[src/verilog/rf_pkg.sv]
// Shared widths, register indices and APB register map for the register-file subsystem

package rf_pkg;

    ////////////////////
    // Datapath sizes
    ////////////////////

    localparam int XLEN      = 32;           // Register width
    localparam int WAYS      = 2;            // Issue / retire width
    localparam int REG_IDX_W = 5;            // Architectural index bits
    localparam int NUM_REGS  = 2**REG_IDX_W; // x0 .. x31

    typedef logic [XLEN-1:0]      data_t;     // One register value
    typedef logic [REG_IDX_W-1:0] reg_idx_t;  // Architectural register number
    typedef logic [7:0]           apb_addr_t; // Host port byte address

    // Hard-wired zero register
    localparam reg_idx_t ZERO_REG = '0;

    ////////////////////
    // APB register map
    ////////////////////

    // Bit 0 freezes writeback
    localparam apb_addr_t ADDR_CTRL     = 8'h00;
    // Register selected for debug access
    localparam apb_addr_t ADDR_DBG_IDX  = 8'h04;
    // Read returns selected register, write stores into it
    localparam apb_addr_t ADDR_DBG_DATA = 8'h08;
    // Retired-write count, read only
    localparam apb_addr_t ADDR_WB_COUNT = 8'h0C;

endpackage

[src/verilog/operand_fetch.sv]
// ID-stage pipeline register that reads both instructions' source operands under valid/ready

module operand_fetch (
    input  logic                                 wr_clk,
    input  logic                                 rst,
    // From decode
    input  logic                                 id_valid,
    output logic                                 id_ready,
    input  rf_pkg::reg_idx_t [rf_pkg::WAYS-1:0] id_rs1,
    input  rf_pkg::reg_idx_t [rf_pkg::WAYS-1:0] id_rs2,
    // Register file read ports
    output rf_pkg::reg_idx_t [rf_pkg::WAYS-1:0] rd_idx_1,
    output rf_pkg::reg_idx_t [rf_pkg::WAYS-1:0] rd_idx_2,
    input  rf_pkg::data_t    [rf_pkg::WAYS-1:0] rd_data_1,
    input  rf_pkg::data_t    [rf_pkg::WAYS-1:0] rd_data_2,
    // To execute
    output logic                                 op_valid,
    input  logic                                 op_ready,
    output rf_pkg::data_t    [rf_pkg::WAYS-1:0] op_rs1_data,
    output rf_pkg::data_t    [rf_pkg::WAYS-1:0] op_rs2_data
);

    logic id_fire; // Bundle accepted this edge

    // Stage can take a new bundle when empty or being drained
    assign id_ready = !op_valid || op_ready;
    assign id_fire  = id_valid && id_ready;

    // Indices go straight to the register file, reads are combinational
    assign rd_idx_1 = id_rs1;
    assign rd_idx_2 = id_rs2;

    ////////////////////
    // Valid flag
    ////////////////////

    always_ff @(posedge wr_clk) begin
        if (rst) begin
            op_valid <= 1'b0;
        end else if (id_fire) begin
            op_valid <= 1'b1;       // New bundle replaces or fills
        end else if (op_ready) begin
            op_valid <= 1'b0;       // Consumer took the last one
        end
    end

    // Operand payload
    // Captured only on acceptance so it holds under back-pressure
    always_ff @(posedge wr_clk) begin
        if (id_fire) begin
            op_rs1_data <= rd_data_1; // Includes same-edge forwarding
            op_rs2_data <= rd_data_2;
        end
    end

endmodule

[config.mk]
export PLATFORM = sky130hd
export DESIGN_NAME = operand_fetch
export DESIGN_NICKNAME = d
export VERILOG_FILES = /design/src/verilog/rf_pkg.sv /design/src/verilog/operand_fetch.sv
export SDC_FILE = /design/constraint.sdc
export NUM_CORES = 1
export LEC_CHECK = 0
export ABC_CLOCK_PERIOD_IN_PS = 2700
export BUFFER_PORTS_ARGS = -buffer_cell sky130_fd_sc_hd__buf_2
export CORE_UTILIZATION = 30
export CTS_BUF_LIST = sky130_fd_sc_hd__clkbuf_16
export DETAILED_ROUTE_END_ITERATION = 10
export MAX_ROUTING_LAYER = met4
export PLACE_DENSITY = 0.74
export SYNTH_ARGS = -nofsm -noshare
export SYNTH_HDL_FRONTEND = slang
export SYNTH_SLANG_ARGS = --single-unit
[constraint.sdc]
create_clock -name wr_clk -period 2.7 [get_ports wr_clk]
set_input_delay 0.27 -clock wr_clk [delete_from_list [all_inputs] [get_ports wr_clk]]
set_output_delay 0.27 -clock wr_clk [all_outputs]
set_load 0.01 [all_outputs]
* Word level (Yosys, flattened, before mapping) *
Cells that the tools add are included.
Widths: inputs -> output; s select.

word-level totals
  register bits = 129
  input bits = 152
  logic and storage cells = 11

cells by class
  reductions and logical operators = 4
  multiplexer cells = 2

operators with widths
  cell               number
  $mux 1             2
  $reduce_bool 2->1  1
  $logic_and 1x1->1  1
  $logic_not 1->1    1
  $logic_or 1x1->1   1

* Depth between registers and ports, before layout *
  depth after elaboration = 4
  mapped depth = 2
  gate-level depth less buffers = 2

* Worst setup path before layout *
OpenSTA, ideal clock, no wires.

  path kind = reg-to-reg
  start = reg op_valid
  end = reg op_rs1_data[0] (netlist bit), enable pin
  stages on the path, launching flop included = 3
  period minus slack after synthesis = 1.821 ns
  data required time = 2.302 ns
  data arrival time = 1.422 ns
  slack = 0.879 ns
  cell sequence = dfxtp_1 nand2b_4 and2_4

on the way
  word-level cells in the longest chain between the ends = 3

RTL lines
  what                    RTL line             RTL
  from (decl)             operand_fetch.sv:17  output logic op_valid,
  from (signal assigned)  operand_fetch.sv:39  op_valid <= 1'b0;
  from (signal assigned)  operand_fetch.sv:41  op_valid <= 1'b1;
  from (signal assigned)  operand_fetch.sv:43  op_valid <= 1'b0;
  $logic_not 1->1         operand_fetch.sv:26  assign id_ready = !op_valid || op_ready;
  $logic_or 1x1->1        operand_fetch.sv:26
  named net id_ready      operand_fetch.sv:8   output logic id_ready,
  $logic_and 1x1->1       operand_fetch.sv:27  assign id_fire = id_valid && id_ready;
  named net id_fire       operand_fetch.sv:23  logic id_fire;
  to (signal assigned)    operand_fetch.sv:51  op_rs1_data <= rd_data_1;
  to (decl)               operand_fetch.sv:19  output rf_pkg::data_t [rf_pkg::WAYS-1:0] op_rs1_data,

The timed path passes the listed nets, and every way through them passes these cells.
A chain may end at the register's enable or synchronous reset.

* Worst setup path in the final report *
  start = reg op_valid
  end = reg op_rs1_data[25] (netlist bit), enable pin

on the way
  word-level cells in the longest chain between the ends = 3

RTL lines
  what               RTL line
  $logic_not 1->1    operand_fetch.sv:26
  $logic_or 1x1->1   operand_fetch.sv:26
  $logic_and 1x1->1  operand_fetch.sv:27
  named net id_fire  operand_fetch.sv:23

The timed path passes the listed nets, and every way through them passes these cells.

==> qor.csv <==
metric,value,unit
status,"complete, no violations",
max_cap_viol_count,0,
drtPass1Iterations,4,
path_cells,"nand2b_4, and2_4, buf_4",
ff2ff_setup_slack,1.12,ns
ios,302,
r2r-start,op_valid,
required,2.75,ns
cp-end-kind,flip-flop,
r2r_cells,3,
fin_skew,0.00561,ns
antenna_found_initial,0,
avgSynthCellArea,26.5,um^2
hold_class,in -> reg,
p_leak,2.59,nW
syn_inst,153,
cts_made_buffers,17,
placed_area,5450,um^2
min_period,1.58,ns
post_cts_buffers,0,
drtIter0Drc,144,
synth_area_leaders,"edfxtp_1 95%, buf_4 3.7%, dfxtp_1 0.49%, nand2b_4 0.34%, a21oi_2 0.22%",
setup.worst_path.class,reg -> reg,
netlist.area_leader.share,94.9,%
final_area,6020,um^2
ir_drop,0.000301,V
clk-insertion-delay-late,0.41,ns
synthArstFlopShare,0,%
root_buffer,clkbuf_16,
nNetsFinal,568,
grt_pass1_wl,13000,um
drt.antenna.violating_nets,0,
grt_pass1_vias,2381,
ys_dominant_reg_cell,edfxtp_1,
cts_sinks,129,
viasPerCell,3.92,
fin_crit_sh,58.4,%
placementRows,42,
min-delay-start,rd_data_2[50],
worstReg2RegEnd,op_rs1_data[25],
clk_pin_slew_worst_paths,0.05,ns
setup_tns,0,ns
tightest_slew,0.454,ns
finalHoldViolCount,0,
cts_buffer_depth,2,
syn_nets,305,
synth_edf_count,128,
floorplan.initialDensity,30.7,%
routedWlPerCell,14.9,um
cpMaxStageDelayCell,buf_4,
yosysWarnings,0,
ys_types,7,
grt_overflow,0,
synth_top_cell_by_area,edfxtp_1,
timing.fmax,634,MHz
dpl.hpwl,6900,um
drt-total-wl,9040,um
rsz0062_at_grt,no,
tritoncts,built,
place_congestion,0.736,
setup_viol,0,
synthesis.area,4050,um^2
synth.most_common_cell,edfxtp_1,
core,13200,um^2
fp.dieH,118,um
grt_max_degree,73,
drive_gt1_share,68.1,%
synthTopCellsByCount,"128 x edfxtp_1, 20 x buf_4",
portBuffers,261,
hold_path_depth,1,
fillers,1179,
drcViolationCount,0,
antennaDiodeCount,0,
h-tree-depth,4,
track_usage,13.5,%
worstHoldEndpoint,op_rs2_data[50],
slowest_delay,0.47,ns
vias,2374,
slew_viol_final,0,
worstPathArrival,1.63,ns
yosys_register_bits,129,
power.density,797,nW/um^2
area_growth,48.6,%
die_area,14000,um^2
die_x,118,um
critPathLaunchType,flip-flop,
p_total,4.79,mW
path_max_fanout,36,
relSlewSlack,69.8,%
seq_area_frac_synth,95.4,%
-- area by class of cell --
cell class	instances	area [um^2]	share of cell area, %
clock buffers	17	425	7.07
flip-flops and latches	129	3860	64.2
clock inverters	15	129	2.14
inverters	1	3.75	0.0624
multi-input cells	3	31.3	0.520
well taps	176	220	3.66
repair buffers	264	1340	22.3
-- cell usage in the layout, fill, tap and decap left out --
cell,n
and2_4,1
clkinv_4,1
edfxtp_1,128
clkinvlp_4,3
bufinv_16,2
clkinv_2,3
a21oi_2,1
dlygate4sd3_1,1
clkbuf_16,17
buf_12,1
inv_1,4
buf_4,1
dfxtp_1,1
nand2b_4,1
clkinv_1,3
buf_2,261
-- cells by family after synthesis --
kind of cell,count (synthesis),share of synthesized area (%)
AOI/OAI and AO/OA,1,0.216
buffers and inverters,21,3.80
DFF,129,95.4
and+or+nand+nor,2,0.556
-- worst max path at each step --
stage	start	end	depth (start not counted)
after global placement	op_ready	op_rs1_data[54]	4
after CTS	op_valid	op_rs1_data[39]	3
after floorplan	op_valid	op_rs1_data[0]	2
after global routing	op_valid	op_rs2_data[49]	3
final	op_valid	op_rs1_data[25]	3
after detailed placement	op_ready	op_rs1_data[29]	4
-- registers in the layout, indices dropped and copies added (netlist names) --
name         count
op_rs1_data     64
op_rs2_data     64
op_valid         1
-- power breakdown --
part           switching (mW)  internal (mW)
registers              0.0303           2.35
clock network           0.767           1.33
logic                   0.175          0.146
total                   0.973           3.82
-- what timing repair did --
action	4_1_cts	5_1_grt
resized for setup	0	0
hold buffers	1	0
hold endpoints to repair	1	0
-- metal layers --
metal  wire length, um  part of all wire [%]  vias up  GRT usage (%)
li1                  -                     -     1110              -
met2              4810                    53      152           22.5
met4               172                   1.9        0           7.13
met5                 0                     0        -              -
met3               768                   8.5       19           4.92
met1              3280                    36     1093           13.8
-- critical path, delay by kind of cell, from the launching register on --
| family | cells | cell delay (ns) |
|---|---|---|
| buffers and inverters | 1 | 0.47 |
| DFF | 1 | 0.33 |
| and+or+nand+nor | 2 | 0.40 |
-- per-stage QoR --
step                      hold slack [ns]  instances  utilization (%)  worst slack [ns]
after detailed placement            0.434        572             41.3              1.03
after CTS                          0.0126        605             45.6              1.10
after global placement              0.432        572             41.3              1.10
after floorplan                     0.332        153                -             0.879
after global routing               0.0104        605             45.6              1.02
final                              0.0353        605             45.6              1.12
(Power assumes the default switching activity.)
