### src/verilog/rf_pkg.sv
// Shared widths, register indices and APB register map for the register-file subsystem

package rf_pkg;

    ////////////////////
    // Datapath sizes
    ////////////////////

    localparam int XLEN      = 32;           // Register width
    localparam int WAYS      = 2;            // Issue / retire width
    localparam int REG_IDX_W = 5;            // Architectural index bits
    localparam int NUM_REGS  = 2**REG_IDX_W; // x0 .. x31

    typedef logic [XLEN-1:0]      data_t;     // One register value
    typedef logic [REG_IDX_W-1:0] reg_idx_t;  // Architectural register number
    typedef logic [7:0]           apb_addr_t; // Host port byte address

    // Hard-wired zero register
    localparam reg_idx_t ZERO_REG = '0;

    ////////////////////
    // APB register map
    ////////////////////

    // Bit 0 freezes writeback
    localparam apb_addr_t ADDR_CTRL     = 8'h00;
    // Register selected for debug access
    localparam apb_addr_t ADDR_DBG_IDX  = 8'h04;
    // Read returns selected register, write stores into it
    localparam apb_addr_t ADDR_DBG_DATA = 8'h08;
    // Retired-write count, read only
    localparam apb_addr_t ADDR_WB_COUNT = 8'h0C;

endpackage

### src/verilog/regfile.sv
// Architectural register file with four operand reads, a debug read and two forwarded writes

module regfile (
    input  logic                                 wr_clk,
    input  logic                                 rst,
    // Operand read ports, one index per way
    input  rf_pkg::reg_idx_t [rf_pkg::WAYS-1:0] rd_idx_1,
    input  rf_pkg::reg_idx_t [rf_pkg::WAYS-1:0] rd_idx_2,
    output rf_pkg::data_t    [rf_pkg::WAYS-1:0] rd_data_1,
    output rf_pkg::data_t    [rf_pkg::WAYS-1:0] rd_data_2,
    // Write ports from writeback
    input  logic             [rf_pkg::WAYS-1:0] rf_we,
    input  rf_pkg::reg_idx_t [rf_pkg::WAYS-1:0] rf_widx,
    input  rf_pkg::data_t    [rf_pkg::WAYS-1:0] rf_wdata,
    // Host debug read
    input  rf_pkg::reg_idx_t                    dbg_idx,
    output rf_pkg::data_t                       dbg_rdata
);

    // x0 has no storage
    rf_pkg::data_t [rf_pkg::NUM_REGS-1:1] registers;

    ////////////////////
    // Read side
    ////////////////////

    // One read port: zero for x0, then way 1 bypass, way 0 bypass, storage
    function automatic rf_pkg::data_t read_port(input rf_pkg::reg_idx_t idx);
        rf_pkg::data_t val;
        if (idx == rf_pkg::ZERO_REG) begin
            val = '0;
        end else if (rf_we[1] && (rf_widx[1] == idx)) begin
            val = rf_wdata[1];                 // Younger write wins
        end else if (rf_we[0] && (rf_widx[0] == idx)) begin
            val = rf_wdata[0];
        end else begin
            val = registers[idx];
        end
        return val;
    endfunction

    always_comb begin
        for (int w = 0; w < rf_pkg::WAYS; w++) begin
            rd_data_1[w] = read_port(rd_idx_1[w]); // rs1 of way w
            rd_data_2[w] = read_port(rd_idx_2[w]); // rs2 of way w
        end
    end

    // Debug view also sees writes landing this cycle
    always_comb begin
        dbg_rdata = read_port(dbg_idx);
    end

    ////////////////////
    // Write side
    ////////////////////

    // Ways visited in program order, so way 1 overrides way 0 on a collision
    always_ff @(posedge wr_clk) begin
        if (rst) begin
            registers <= '0;
        end else begin
            for (int w = 0; w < rf_pkg::WAYS; w++) begin
                if (rf_we[w] && (rf_widx[w] != rf_pkg::ZERO_REG)) begin
                    registers[rf_widx[w]] <= rf_wdata[w]; // x0 writes dropped
                end
            end
        end
    end

endmodule

### config.mk
export PLATFORM = sky130hd
export DESIGN_NAME = regfile
export DESIGN_NICKNAME = d
export VERILOG_FILES = /design/src/verilog/rf_pkg.sv /design/src/verilog/regfile.sv
export SDC_FILE = /design/constraint.sdc
export NUM_CORES = 2
export LEC_CHECK = 0
export BUFFER_PORTS_ARGS = -buffer_cell sky130_fd_sc_hd__clkbuf_2
export CELL_PAD_IN_SITES_DETAIL_PLACEMENT = 1
export CELL_PAD_IN_SITES_GLOBAL_PLACEMENT = 2
export CORE_UTILIZATION = 40
export CTS_BUF_LIST = sky130_fd_sc_hd__clkbuf_2
export DETAILED_ROUTE_END_ITERATION = 8
export PLACE_DENSITY = 0.8
export SETUP_SLACK_MARGIN = 0.15
export SLEW_MARGIN = 20
export SYNTH_ARGS = -nofsm -noshare
export SYNTH_HDL_FRONTEND = slang
export SYNTH_SLANG_ARGS = --single-unit
### constraint.sdc
create_clock -name wr_clk -period 4.8 [get_ports wr_clk]
set_clock_uncertainty 0.15 [all_clocks]
set_input_delay 0.24 -clock wr_clk [delete_from_list [all_inputs] [get_ports wr_clk]]
set_output_delay 0.24 -clock wr_clk [all_outputs]
set_load 0.01 [all_outputs]
# After elaboration in Yosys (flattened, before gate mapping)
# Cells that the tools add are included.
dict set report classes {
  add_sub_neg 0
  multipliers 0
  div_mod_pow 0
  n_lt_le_gt_ge 9
  eq_ne 10
  shift 0
  mux 34
  n_bitwise 0
  n_reduce_logical 21
}
# operator n
set op_table {}
lappend op_table {{two-way mux 992 bit} 3}
lappend op_table {{bitwise mux 992 bit} 2}
lappend op_table {{binary-select mux 32 bit (select 5 bit)} 5}
lappend op_table {{two-way mux 32 bit} 22}
lappend op_table {{demux 32 bit (select 5 bit)} 2}
lappend op_table {{== test 5 bit} 10}
lappend op_table {{less-than comparator 5 x 6 -> 1 bit (second input constant)} 7}
lappend op_table {{logical NOT 5 bit} 5}
lappend op_table {{logical AND 1 bit} 14}
lappend op_table {{greater-or-equal comparator 5 x 1 -> 1 bit (second input constant)} 2}
lappend op_table {{nonzero test 5 bit} 2}
dict set report totals {
  reg_bits 992
  latch_bits 0
  mem_bits_rw 0
  romBits 0
  in_bits 103
  out_inout_bits 160
  elab_cells 105
  mem_count 0
}

# Depth between registers and ports, before layout
dict set report logic_depth {
  word_depth 9
  ltp_mapped 10
  depth_no_buf 6
}

# Worst setup path before layout
# Ideal clock, no wire load.
dict set report synth_path {
  kind {input to output}
  startpoint {input port rd_idx_1[5] in the netlist's numbering}
  endpoint {output port rd_data_1[41] in the netlist's numbering}
  t_arrival_ns 2.147
  t_required_ns 4.410
  setup_slack_ns 2.263
  path_stages 8
  path_buffers 4
  cell_sequence {buf_6 > buf_2 > buf_2 > buf_2 > mux4_2 > nor4_1 > nor3_1 > o21ai_0}
}
# item line_no
set synth_rtl {}
lappend synth_rtl {{start, declared} regfile.sv:7} ;# input rf_pkg::reg_idx_t [rf_pkg::WAYS-1:0] rd_idx_1,
lappend synth_rtl {{end, declared} regfile.sv:9} ;# output rf_pkg::data_t [rf_pkg::WAYS-1:0] rd_data_1,

==> reports/metrics.csv <==
metric,value,unit
outcome,"complete, but fails checks",
violations,"DRC, capacitance limit, slew limit, setup timing",
cts_buffer_depth,4,
p_leak,39.31,nW
synth_nets,9127,
synth.cell_area,87980,µm²
num_io_pins,263,
final_cell_mix,"1,546 x mux2i_1, 1,097 x nor2_1, 1,081 x a211oi_1, 835 x mux4_2, 811 x dfxtp_1",
htreeDepth,5,
multi_input_comb_area,64980,µm²
io_buffers,262,
synth_edf_count,0,
num_rows,171,
setup_ws,-0.1076,ns
cts_tree,yes,
layout_commonest_cell,mux2i_1,
top_register,registers,
setup.worst_path.start,registers[848],
synthCells,9024,
cts-root-buf,clkbuf_2,
reg2reg_depth,4,
vias,99180,
synth_area_per_cell,9.749,µm²
drt_iter0_drc,16870,
regToRegEndpoint,registers[59],
p_total,22.04,mW
start_kind,flip-flop,
grt_pass1_wl,779300,µm
yosysWarningCount,0,
wirelength,575200,µm
synthArstFlopShare,0,
place_area,92640,µm²
grt_pass1_vias,94850,
die_h,471.0,µm
max_slew_margin,-0.01732,
place_hpwl,360200,µm
top_usage_layer,met2,
critPathKind,reg2out,
timing.rr.start,registers[59],
grtUsageMet3,0.2606,
drc,17,
ir_drop,0.0002794,V
slew_viol_final,22,
r2r_slack,2.55,ns
top_regs,registers: 992 flops,
cp_data_required_time,4.41,ns
core,217800,µm²
final.fill_count,23920,
die_area,221800,µm²
grt_overflow,0,
endpoint,rd_data_1[48],
final_cells,12370,
clock.fmax,203.8,MHz
drive_above_1_share,0.3043,
finalNetCount,9389,
use_met2,0.6585,
ys_seq_elements,992,
grt_use_met1,0.5841,
place_inst,11390,
seq_area_frac_synth,0.2257,
clock_latency,2.09,ns
numClockSinks,992,
dieWidth,471.0,µm
synth_ff_type,dfxtp_1,
cp_max_fo,7,
routed_via_density,8.016,
fin_area,102000,µm²
cts_buffers,318,
worstHoldPathCells,6,
largest_register_ffs,992,
ff_latch_area,20210,µm²
rsz0062_at_grt,yes,
clk_transition_reported_paths,0.11,ns
worstSetupEndpointType,output port,
ys_types,73,
firstDrtPassIters,9,
syn2layout_area_growth,15.94,%
grtUsageTotal,0.4992,
hold_viol,0,
setup_viol,4,
postRouteAntennaNets,0,
final.min_clock_period,4.908,ns
finalCritPeriodShare,1.022,
cap_viol_max_count,1,
powerDensity,216.1,nW/µm²
wl_per_cell,46.48,µm
worst-slew-pin-transition,1.526,ns
gp_congestion,1.062,
worstHoldPathType,in2reg,
antenna_found_initial,72,
grt_max_degree,110,
arrival,4.52,ns
start_util,0.4039,
-- stage by stage --
step | hold slack, ns | TNS, ns | utilization | setup slack (ns)
detailed placement | 0.4554 | 0 | 0.4253 | 0.3065
global route | 0.1365 | -0.03139 | 0.4679 | -0.03139
CTS | 0.003335 | -0.06361 | 0.4665 | -0.05950
floorplan | 0.3461 | 0 | - | 2.263
finish | 0.1697 | -0.2404 | 0.4683 | -0.1076
global placement | 0.4398 | 0 | 0.4252 | 0.2954
-- routing by layer --
metal / vias to the layer above / wire [µm]
met1: 49450 / 195900
met5: - / 676
met2: 9966 / 218700
met4: 50 / 63130
li1: 36400 / -
met3: 3314 / 96810
-- layout make-up --
class                      count  share of cell area
multi-input combinational   6774              0.6370
inverter                       9           0.0003312
tap                         2854             0.03501
timing repair buffer        1191              0.1037
sequential                   992              0.1981
clock buffer                 428             0.02100
antenna                       54            0.001325
clock inverter                71            0.003496
-- worst max-delay path: stages (launching register included) --
cell and delay [ns]:
dfxtp_4 0.43, a21oi_1 0.15, mux4_2 0.56, nor4_4 0.59, nor3_4 0.13, o21ai_4 0.27, buf_4 0.16, clkbuf_2 0.12
-- worst min path at each step --
stage	startpoint	end	slack [ns]
2_1_floorplan	registers[117]	registers[117]	0.35
3_3_place_gp	registers[657]	registers[657]	0.44
3_5_place_dp	registers[467]	registers[467]	0.46
4_1_cts	rf_wdata[61]	registers[573]	0.003
5_1_grt	rf_wdata[61]	registers[573]	0.14
6_report	rf_wdata[61]	registers[253]	0.17
-- cell usage after synthesis (all sizes together), types with 3 or more instances --
cell type	count	share of area
nor2	1116	0.048
and2	10	0.00071
clkbuf	772	0.033
o21ai	85	0.0048
a2111oi	12	0.0012
mux2i	1552	0.18
a211oi	1134	0.098
a221oi	231	0.023
nor3	102	0.0062
xnor2	20	0.0020
a22oi	248	0.021
a22o	36	0.0036
inv	5	0.00021
o22ai	167	0.012
a221o	38	0.0043
or3	29	0.0021
and3	16	0.0011
o32ai	27	0.0027
nand2	132	0.0056
nor4	75	0.0054
buf	477	0.031
o22a	18	0.0018
o211ai	18	0.0015
nand2b	15	0.0011
xor2	30	0.0030
a31oi	9	0.00064
nor2b	179	0.013
nand4	8	0.00057
nand3	66	0.0038
mux4	835	0.21
o21a	4	0.00034
clkinv	4	0.00017
o221ai	38	0.0038
nor3b	5	0.00065
mux2	223	0.029
o311a	28	0.0032
o31a	7	0.00070
dfxtp	992	0.23
or4	3	0.00026
or2	13	0.00092
o31ai	3	0.00026
a21oi	215	0.012
nand3b	5	0.00043
-- timing repair --
action | in CTS | in global routing
pin swaps | 77 | 20
gates resized for setup | 512 | 60
endpoints found under the hold margin | 992 | 0
endpoints found under the setup margin | 102 | 30
buffers inserted | 25 | 3
hold buffers | 400 | 0
-- cell families (layout without fill, tap and decap cells) --
| logic type | count (synthesis) | count (layout) | share of synthesized area |
|---|---|---|---|
| compound gates | 2331 | 2331 | 0.1961 |
| xor+xnor | 50 | 50 | 0.004978 |
| other cells | 0 | 54 | 0 |
| simple gates | 1783 | 1783 | 0.09022 |
| flops | 992 | 992 | 0.2257 |
| mux | 2610 | 2610 | 0.4189 |
| buf+inv | 1258 | 1699 | 0.06411 |
-- report_power, final --
part	leakage [nW]	switching [mW]	internal [mW]
Clock	1.97	4.64	2.53
Combinational	29.2	4.12	2.07
Sequential	8.12	0.312	8.37
Total	39.3	9.08	13.0
Note: power is estimated with default switching activity, not from simulation.
