--- src/verilog/rf_pkg.sv ---
// Shared widths, register indices and APB register map for the register-file subsystem

package rf_pkg;

    ////////////////////
    // Datapath sizes
    ////////////////////

    localparam int XLEN      = 32;           // Register width
    localparam int WAYS      = 2;            // Issue / retire width
    localparam int REG_IDX_W = 5;            // Architectural index bits
    localparam int NUM_REGS  = 2**REG_IDX_W; // x0 .. x31

    typedef logic [XLEN-1:0]      data_t;     // One register value
    typedef logic [REG_IDX_W-1:0] reg_idx_t;  // Architectural register number
    typedef logic [7:0]           apb_addr_t; // Host port byte address

    // Hard-wired zero register
    localparam reg_idx_t ZERO_REG = '0;

    ////////////////////
    // APB register map
    ////////////////////

    // Bit 0 freezes writeback
    localparam apb_addr_t ADDR_CTRL     = 8'h00;
    // Register selected for debug access
    localparam apb_addr_t ADDR_DBG_IDX  = 8'h04;
    // Read returns selected register, write stores into it
    localparam apb_addr_t ADDR_DBG_DATA = 8'h08;
    // Retired-write count, read only
    localparam apb_addr_t ADDR_WB_COUNT = 8'h0C;

endpackage

--- src/verilog/rf_debug_apb.sv ---
// APB slave for freezing writeback, host register access and the retired-write count

module rf_debug_apb (
    input  logic                  wr_clk,
    input  logic                  rst,
    // APB slave
    input  rf_pkg::apb_addr_t    paddr,
    input  logic                  psel,
    input  logic                  penable,
    input  logic                  pwrite,
    input  rf_pkg::data_t        pwdata,
    output rf_pkg::data_t        prdata,
    output logic                  pready,
    output logic                  pslverr,
    // Register file debug access
    input  rf_pkg::data_t        dbg_rdata,
    output rf_pkg::reg_idx_t     dbg_idx,
    output rf_pkg::data_t        dbg_wdata,
    output logic                  dbg_wr_req,
    input  logic                  dbg_wr_done,
    // Writeback control and status
    output logic                  freeze,
    input  rf_pkg::data_t        wb_count
);

    logic apb_setup;    // First cycle of a transfer
    logic apb_done;     // Access cycle with pready high
    logic addr_hit;     // paddr is in the map
    logic addr_err;     // Unmapped, or write to read-only count
    logic dbg_data_wr;  // Write to DBG_DATA, takes one wait state

    assign apb_setup = psel && !penable;
    assign apb_done  = psel && penable && pready;

    ////////////////////
    // Address decode
    ////////////////////

    always_comb begin
        case (paddr)
            rf_pkg::ADDR_CTRL,
            rf_pkg::ADDR_DBG_IDX,
            rf_pkg::ADDR_DBG_DATA,
            rf_pkg::ADDR_WB_COUNT: addr_hit = 1'b1;
            default:               addr_hit = 1'b0;
        endcase
    end

    assign addr_err    = !addr_hit || (pwrite && (paddr == rf_pkg::ADDR_WB_COUNT));
    assign dbg_data_wr = pwrite && (paddr == rf_pkg::ADDR_DBG_DATA);

    // Read mux, valid during the access cycle
    always_comb begin
        case (paddr)
            rf_pkg::ADDR_CTRL:     prdata = rf_pkg::data_t'(freeze);
            rf_pkg::ADDR_DBG_IDX:  prdata = rf_pkg::data_t'(dbg_idx);
            rf_pkg::ADDR_DBG_DATA: prdata = dbg_rdata;  // Live register view
            rf_pkg::ADDR_WB_COUNT: prdata = wb_count;
            default:               prdata = '0;
        endcase
    end

    ////////////////////
    // Handshake and control
    ////////////////////

    // pready is registered at the end of setup, so plain transfers have no wait state
    always_ff @(posedge wr_clk) begin
        if (rst) begin
            pready     <= 1'b0;
            pslverr    <= 1'b0;
            dbg_wr_req <= 1'b0;
            freeze     <= 1'b0;
            dbg_idx    <= '0;
        end else begin
            pready  <= 1'b0;            // One-cycle strobe by default
            pslverr <= 1'b0;
            if (apb_setup) begin
                if (dbg_data_wr) begin
                    dbg_wr_req <= 1'b1; // Hold pready low until writeback takes it
                end else begin
                    pready  <= 1'b1;
                    pslverr <= addr_err;
                end
            end
            if (dbg_wr_req && dbg_wr_done) begin
                dbg_wr_req <= 1'b0;
                pready     <= 1'b1;     // Completes after exactly one wait state
            end
            // Control writes take effect as the transfer completes
            if (apb_done && pwrite) begin
                if (paddr == rf_pkg::ADDR_CTRL) begin
                    freeze <= pwdata[0];
                end
                if (paddr == rf_pkg::ADDR_DBG_IDX) begin
                    dbg_idx <= rf_pkg::reg_idx_t'(pwdata); // Low index bits only
                end
            end
        end
    end

    // Debug write data, latched with the request
    always_ff @(posedge wr_clk) begin
        if (apb_setup && dbg_data_wr) begin
            dbg_wdata <= pwdata;
        end
    end

endmodule

--- config.mk ---
export PLATFORM = sky130hd
export DESIGN_NAME = rf_debug_apb
export DESIGN_NICKNAME = d
export VERILOG_FILES = /design/src/verilog/rf_pkg.sv /design/src/verilog/rf_debug_apb.sv
export SDC_FILE = /design/constraint.sdc
export NUM_CORES = 1
export LEC_CHECK = 0
export ABC_AREA = 1
export BUFFER_PORTS_ARGS = -buffer_cell sky130_fd_sc_hd__buf_2
export CAP_MARGIN = 15
export CORE_UTILIZATION = 39
export CTS_CLUSTER_SIZE = 12
export DETAILED_ROUTE_END_ITERATION = 8
export PLACE_DENSITY = 0.86
export SYNTH_ARGS = -nofsm -noshare
export SYNTH_HDL_FRONTEND = slang
export SYNTH_SLANG_ARGS = --single-unit
--- constraint.sdc ---
create_clock -name wr_clk -period 4.88 [get_ports wr_clk]
set_input_delay 0.488 -clock wr_clk [delete_from_list [all_inputs] [get_ports wr_clk]]
set_output_delay 0.488 -clock wr_clk [all_outputs]
set_load 0.01 [all_outputs]
Word level (Yosys, flattened, before mapping):

Cells that the tools add are included.

* equality and inequality tests: 3
* muxes and demuxes: 5
* bitwise gates (word level): 1
* reductions and logical operators: 18

Operators with widths (number)
* $pmux 32 s4: 1
* $eq 8x4->1 const B: 2
* $eq 8x3->1 const B: 1
* $logic_and 1x1->1: 8
* $logic_not 8->1: 1
* $reduce_and 2->1: 3
* $mux 1: 4
* $reduce_or 4->1: 1
* $reduce_or 3->1: 1
* $logic_not 1->1: 2
* $reduce_or 2->1: 1
* $logic_or 1x1->1: 1
* $not 1->1: 1

* register bits after elaboration: 41
* bits of input ports: 110
* output and inout bits: 73
* logic and storage cells: 33

Longest topological paths before layout:

Gate-level depths: netlist of run 1.

* depth in word-level cells: 5
* depth in mapped cells: 7
* depth with buffers taken out: 7

Least setup slack after synthesis of run 1:

No wires, ideal clock.

* path kind: input -> register
* start point: in paddr[7]
* end point: reg dbg_wdata[0] (enable)
* setup time: 387 ps
* arrival time: 1704 ps
* required time: 4493 ps
* path slack: 2789 ps
* cell stages on the path: 5
* buffers on the path: 0
* cells stage by stage: nor2_2 -> nand2_4 -> nor2_4 -> nand3_1 -> inv_1

* longest elaborated chain between the ends: 3

RTL lines
* from (decl): RTL line rf_debug_apb.sv:7 `input rf_pkg::apb_addr_t paddr,`
* $eq 8x4->1: RTL line rf_debug_apb.sv:50 `assign dbg_data_wr = pwrite && (paddr == rf_pkg::ADDR_DBG_DATA);`
* $logic_and 1x1->1: RTL line rf_debug_apb.sv:50
* $logic_and 1x1->1: RTL line rf_debug_apb.sv:104 `if (apb_setup && dbg_data_wr) begin`
* to (signal assigned): RTL line rf_debug_apb.sv:105 `dbg_wdata <= pwdata;`
* to (decl): RTL line rf_debug_apb.sv:18 `output rf_pkg::data_t dbg_wdata,`

Every way passes these cells.
A chain may end at the register's enable or synchronous reset.

Final worst setup path of run 1:

* start point: in paddr[1]
* end point: out prdata[15]

* longest elaborated chain between the ends: 2
* elaborated cells on any way between the ends: 5
* those cells by class: eq/ne: 3; mux: 1; reduce/logical: 1

RTL lines
* $eq 8x4->1, or another cell as far along: RTL line rf_debug_apb.sv:54 `case (paddr)`
* $pmux 32 s4 (*): RTL line rf_debug_apb.sv:54
* to (decl): RTL line rf_debug_apb.sv:12 `output rf_pkg::data_t prdata,`

Mark *: on every way between the ends. The rest lies on a longest branch, timed or not.

==> results of run 1 <==
[registers in the layout (all words and copies together), names as in the netlist]
| signal | cells |
|---|---|
| freeze | 1 |
| pready | 1 |
| dbg_idx | 5 |
| dbg_wr_req | 1 |
| pslverr | 1 |
| dbg_wdata | 32 |
[cell families after synthesis]
logic type	count (synthesis)	synth area share
buffers and inverters	15	0.0542
AO/OA/AOI/OAI	36	0.168
flip-flops	41	0.610
AND/OR/NAND/NOR	64	0.168
[per-layer routing]
metal | global-route usage | share of wire | up-vias
met5 | 0 | 0 | -
met4 | 0.0733 | 0.012 | 0
met3 | 0.0408 | 0.055 | 6
met2 | 0.349 | 0.54 | 69
met1 | 0.227 | 0.39 | 882
li1 | - | - | 928
[critical path: stages]
cell and delay (ns):
buf_2 0.10, nor2_2 0.16, nand2_1 0.12, nor2_4 0.58
a22o_2 0.26, buf_2 0.13
[final timing paths]
check                          start                      end  slack [ns]  cells past startpoint
max                         paddr[1]               prdata[15]        2.54                      6
min                        pwdata[9]   dbg_wdata[9]$_DFFE_PP_        0.37                      1
max reg2reg        pready$_SDFF_PP0_  dbg_idx[1]$_SDFFE_PP0P_        3.87                      5
min reg2reg  dbg_wr_req$_SDFFE_PP0P_  dbg_wr_req$_SDFFE_PP0P_        0.48                      2
[cells in the final DEF, fill, tap and decap left out, types with 4 or more instances in the layout]
master	netlist	routed
buf_2	0	182
inv_1	7	7
nor2_1	7	7
nand2_1	35	35
a21oi_1	7	7
nand3_1	12	12
edfxtp_1	32	32
clkbuf_8	0	5
dfxtp_1	9	9
a22o_1	4	4
a22o_2	23	23
[power by group through the flow]
stage	logic, mW	clock network, mW	registers (mW)
global placement	0.0568	0	0.384
finish	0.0585	0.260	0.376
detailed placement	0.0585	0	0.384
global route	0.0641	0.276	0.376
CTS	0.0587	0.265	0.376
floorplan	0.0105	0	0.385
[stage by stage]
stage | util | worst slack, ns | std cells
floorplan | - | 2.79 | 156
global placement | 0.619 | 2.00 | 382
detailed placement | 0.619 | 1.90 | 382
CTS | 0.644 | 2.21 | 390
global route | 0.650 | 2.44 | 391
finish | 0.650 | 2.54 | 391
[area by class of cell]
cell class,instances,area [um2],share of cell area
Inverter,7,26.3,0.00903
Clock buffer,5,68.8,0.0237
Clock inverter,3,41.3,0.0142
Tap cell,52,65.1,0.0224
Sequential cell,41,1140,0.392
Multi-Input combinational cell,100,628,0.216
Timing Repair Buffer,183,938,0.323
==> summary.txt, run 1 <==
Power Total -> 695 uW
Clock buffer count from CTS -> 5
CTS HTree Levels -> 2
Setup TNS -> 0 ns
Hold WS -> 0.372 ns
Initial core utilization -> 0.418
Net count, final -> 448
CTS Hold Buffers Added -> 0
Hold Vio Cnt, Final -> 0
RSZ-0062 raised after global routing -> no
Grt ovf -> 0
Warnings from Yosys -> 0
Share of cells above drive strength 1 -> 0.658
First-pass GRT wire length -> 7610 um
Register area share after synthesis -> 0.610
Root Buffer -> clkbuf_8
Sw power -> 133 uW
Synth area leaders -> edfxtp_1 (51%), a22o_2 (12%), dfxtp_1 (9.6%)
Outcome -> complete, but fails checks
Comb power frac -> 0.084
Number of global-route vias before repair -> 1705
Final Setup Violations -> 0
Post-CTS Resized -> 0
Failing checks -> DRC
Pre-Repair DR Iteration Count -> 8
ANT nets after route -> 0
Non-Filler Cell Area, Final -> 0.00291 mm2
Least-Margin Pin Slew -> 0.742 ns
Max Slew Vio Count -> 0
GPL Wtd Cong -> 0.698
Share of Yosys cell area claimed by the top area cell type -> 0.514
Leak -> 1.48 nW
Final Cycle Share -> 0.479
Flop pwr share -> 0.542
HP Class -> primary input to register
Synth-to-Final Area Change -> 55.5%
Switching share of total power -> 0.192
VDD IR-drop max -> 0.166 mV
Dominant cell by count in the synthesized netlist -> nand2_1
Clock Sinks -> 41
Synth Register Bits -> 41
Dpl cell area -> 0.00277 mm2
Vias -> 1885
P_int -> 562 uW
Wire per inst -> 13.6 um
Number of synthesized flops with an enable pin -> 32
TritonCTS clock tree -> yes
DRC viols -> 9
Reg clk slew, reported paths -> 0.08 ns
Core area -> 0.00447 mm2
Die area -> 0.00508 mm2
Crit path DAT -> 1.85 ns
Required time worst endpoint -> 4.39 ns
N_diodes -> 0
Row cnt -> 24
Mean Syn Cell Area -> 12.0 um2
Crit. End Element -> output port
Main synth FF type -> edfxtp_1
CP Launch Type -> primary input
Final WL -> 5310 um
CP Max Fanout -> 35
Pin count of the biggest net entering global routing -> 36
Relative slew slack -> 0.504
Netlist cell types -> 20
Worst-Skew Late Latency -> 0.28 ns
Leading area contributor after synthesis -> edfxtp_1
Final worst clock skew -> 0.00149 ns
Syn nets -> 266
Fill cells -> 365
Clk pwr share -> 0.374
Maxcap violations -> 0
Highest Clock Rate -> 0.428 GHz
Power per cell area -> 239 mW/mm2
Die Ht -> 71.3 um
Tmin final -> 2.34 ns
Mapped cell area -> 0.00187 mm2
Chip width -> 71.3 um
Setup Fix Bufs, Post-CTS -> 0
Mapped Cells -> 156
Initial antenna violation count -> 0
I/O pin total -> 183
Setup CP Type -> primary input to output port
Overall routing resource usage -> 0.194
Post-synth top cells -> nand2_1 (35), edfxtp_1 (32), a22o_2 (23)
Asr flop ratio synth -> 0
Initial DRC count -> 83
Clk buf depth -> 2
Buffers on Ports -> 182
Via/cell ratio -> 4.82
Half-perimeter wire length after placement -> 4320 um
No activity file was read; power rests on OpenSTA's default activity.
==> run 2, diff against run 1 <==
- CORE_UTILIZATION: 39 -> 32
- PLACE_DENSITY: 0.86 -> 0.75
- clock period: 4.88 -> 2.1 ns (I/O delays scaled with it)
==> run 2 against run 1 <==
Compared with the run above: the flow now finishes without violations; register-to-register slack worse by 2.9 ns; cell count is 5.4% higher; flip-flop and latch count stayed put; sequential power is 130% higher; setup slack worse by 2.0 ns; clock power is 130% higher; sequential share of layout area is 0.17 points lower; non-clock buffer count is 1 higher; critical path type unchanged; largest cell class unchanged; largest power group unchanged.
==> summary.txt, run 2 (synthesis results as in run 1) <==
Hold Path Sink -> dbg_wdata[10]$_DFFE_PP_
HP Class -> primary input to register
Final WL -> 5510 um (+3.7%)
Via/cell ratio -> 4.52 (-6.2%)
CP Launch Type -> primary input
TritonCTS clock tree -> yes
Post-CTS Resized -> 0 (unchanged)
Root Buffer -> clkbuf_8
Relative slew slack -> 0.701 (+0.197)
P_int -> 1.30 mW (+130%)
Worst Reg-to-Reg Cells -> 5 (unchanged)
Reg clk slew, reported paths -> 0.07 ns (about the same)
Final worst clock skew -> 0.00218 ns (+0.000691 ns)
Setup CP Type -> primary input to output port
N_diodes -> 0 (unchanged)
Setup Fix Bufs, Post-CTS -> 0 (unchanged)
Worst setup margin -> 0.513 ns (-2.03 ns)
Max Slew Vio Count -> 0 (unchanged)
Vias -> 1864 (-1.1%)
Die area -> 0.00616 mm2 (+21%)
Min-delay src -> pwdata[10]
Initial DRC count -> 115 (+39%)
Setup TNS -> 0 ns (unchanged)
Hold path depth -> 1 (unchanged)
Worst-Skew Late Latency -> 0.28 ns (about the same)
Commonest non-fill, non-tap cell in the layout -> buf_2
Clk pwr share -> 0.374 (about the same)
Commonest cells after routing, fill and taps aside -> buf_2 (182), nand2_1 (35), edfxtp_1 (32)
Pre-Repair DR Iteration Count -> 4 (-4)
Initial core utilization -> 0.336 (-0.0825)
I/O pin total -> 183 (unchanged)
Pin count of the biggest net entering global routing -> 35 (-2.8%)
Outcome -> complete, no violations
CTS Hold Buffers Added -> 0 (unchanged)
Net count, final -> 449 (+0.22%)
Leak -> 1.48 nW (about the same)
GPL Wtd Cong -> 0.698 (unchanged)
First-pass GRT wire length -> 7870 um (+3.4%)
Die Ht -> 78.5 um (+10%)
Required time worst endpoint -> 1.89 ns (-2.50 ns)
ANT nets after route -> 0 (unchanged)
Chip width -> 78.5 um (+10%)
Comb power frac -> 0.085 (about the same)
Half-perimeter wire length after placement -> 4450 um (+2.9%)
Biggest regs -> dbg_wdata: 32 flops, dbg_idx: 5 flops
Largest register FFs -> 32 (unchanged)
Grt ovf -> 0 (unchanged)
Sw power -> 311 uW (+130%)
Maxcap violations -> 0 (unchanged)
Clk buf depth -> 2 (unchanged)
CP Max Fanout -> 34 (-2.9%)
Initial antenna violation count -> 0 (unchanged)
Final Cycle Share -> 0.756
Core area -> 0.00557 mm2 (+25%)
VDD IR-drop max -> 0.307 mV (+85%)
Highest Clock Rate -> 0.630 GHz
Buffers on Ports -> 182 (unchanged)
Tmin final -> 1.59 ns
R2R setup slack -> 1.01 ns (-2.86 ns)
Pre-CTS WS -> 0.510 ns (-1.39 ns)
Most flops, register -> dbg_wdata
DRC viols -> 0 (-9)
Reg2reg end -> dbg_idx[4]$_SDFFE_PP0P_
Share of cells above drive strength 1 -> 0.659 (+0.00101)
Power per cell area -> 553 mW/mm2 (+130%)
Final Setup Violations -> 0 (unchanged)
Reg2reg start -> pready$_SDFF_PP0_
Switching share of total power -> 0.193 (+0.000983)
Clock Sinks -> 41 (unchanged)
CTS HTree Levels -> 2 (unchanged)
RSZ-0062 raised after global routing -> no
Number of global-route vias before repair -> 1602 (-6.0%)
Fill cells -> 532 (+46%)
Crit. End Element -> output port
Row cnt -> 27 (+13%)
Overall routing resource usage -> 0.167 (-0.0269)
Synth-to-Final Area Change -> 56.2%
Crit path DAT -> 1.38 ns (-0.47 ns)
Hold Vio Cnt, Final -> 0 (unchanged)
Least-Margin Pin Slew -> 0.449 ns (-0.293 ns)
Flop pwr share -> 0.541 (about the same)
Wire per inst -> 13.4 um (-1.6%)
Clock buffer count from CTS -> 5 (unchanged)
run 2: cell count changes in the layout (fill, tap and decap cells not counted):
cell / before / now
buf_16: 1 / 0
buf_4: 0 / 2
run 2: cell type report:
cell class / count / area (um2) / area share
clock buffer: 5 / 68.8 / 0.0236
inverter: 7 / 26.3 / 0.00899
sequential: 41 / 1140 / 0.391
multi-input combinational: 100 / 628 / 0.215
timing repair buffer: 184 / 926 / 0.317
tap: 72 / 90.1 / 0.0308
clock inverter: 3 / 41.3 / 0.0141
run 2: how the worst max path moves through the flow:
| stage | from | endpoint | cells past startpoint |
|---|---|---|---|
| 2_1_floorplan | paddr[7] | dbg_wdata[0]$_DFFE_PP_ | 5 |
| 4_1_cts | paddr[1] | prdata[13] | 7 |
| 3_5_place_dp | paddr[1] | prdata[13] | 7 |
| 5_1_grt | paddr[1] | prdata[13] | 7 |
| 3_3_place_gp | paddr[1] | prdata[13] | 7 |
| 6_report | paddr[1] | prdata[13] | 7 |
run 2: per-stage QoR:
step           utilization  hold slack, ns  std cells  cell area, um2  power, mW
2_1_floorplan            -           0.309        156            1870      0.919
3_3_place_gp         0.504           0.387        404            2810       1.03
3_5_place_dp         0.504           0.388        404            2810       1.03
4_1_cts              0.524          0.0885        412            2920       1.63
5_1_grt              0.524          0.0811        412            2920       1.68
6_report             0.524          0.0965        412            2920       1.62
run 2: per-layer routing:
metal  vias up  GRT usage  share of wire
met2        71      0.279           0.52
met1       859      0.219           0.41
li1        929          -              -
met5         -          0              0
met3         5     0.0302          0.056
met4         0     0.0500         0.0080
run 2: worst max-delay path: stages:
cell	delay [ns]
buf_2	0.10
nor2_2	0.17
nand2_1	0.12
nor2_4	0.10
buf_4	0.33
a22o_2	0.21
buf_2	0.13
run 2: power by group through the flow:
stage	registers, mW	clock network, mW	logic [mW]
after floorplan	0.894	0	0.0245
after global placement	0.893	0	0.133
after detailed placement	0.893	0	0.137
after CTS	0.875	0.620	0.137
after global routing	0.875	0.653	0.149
final	0.875	0.605	0.137
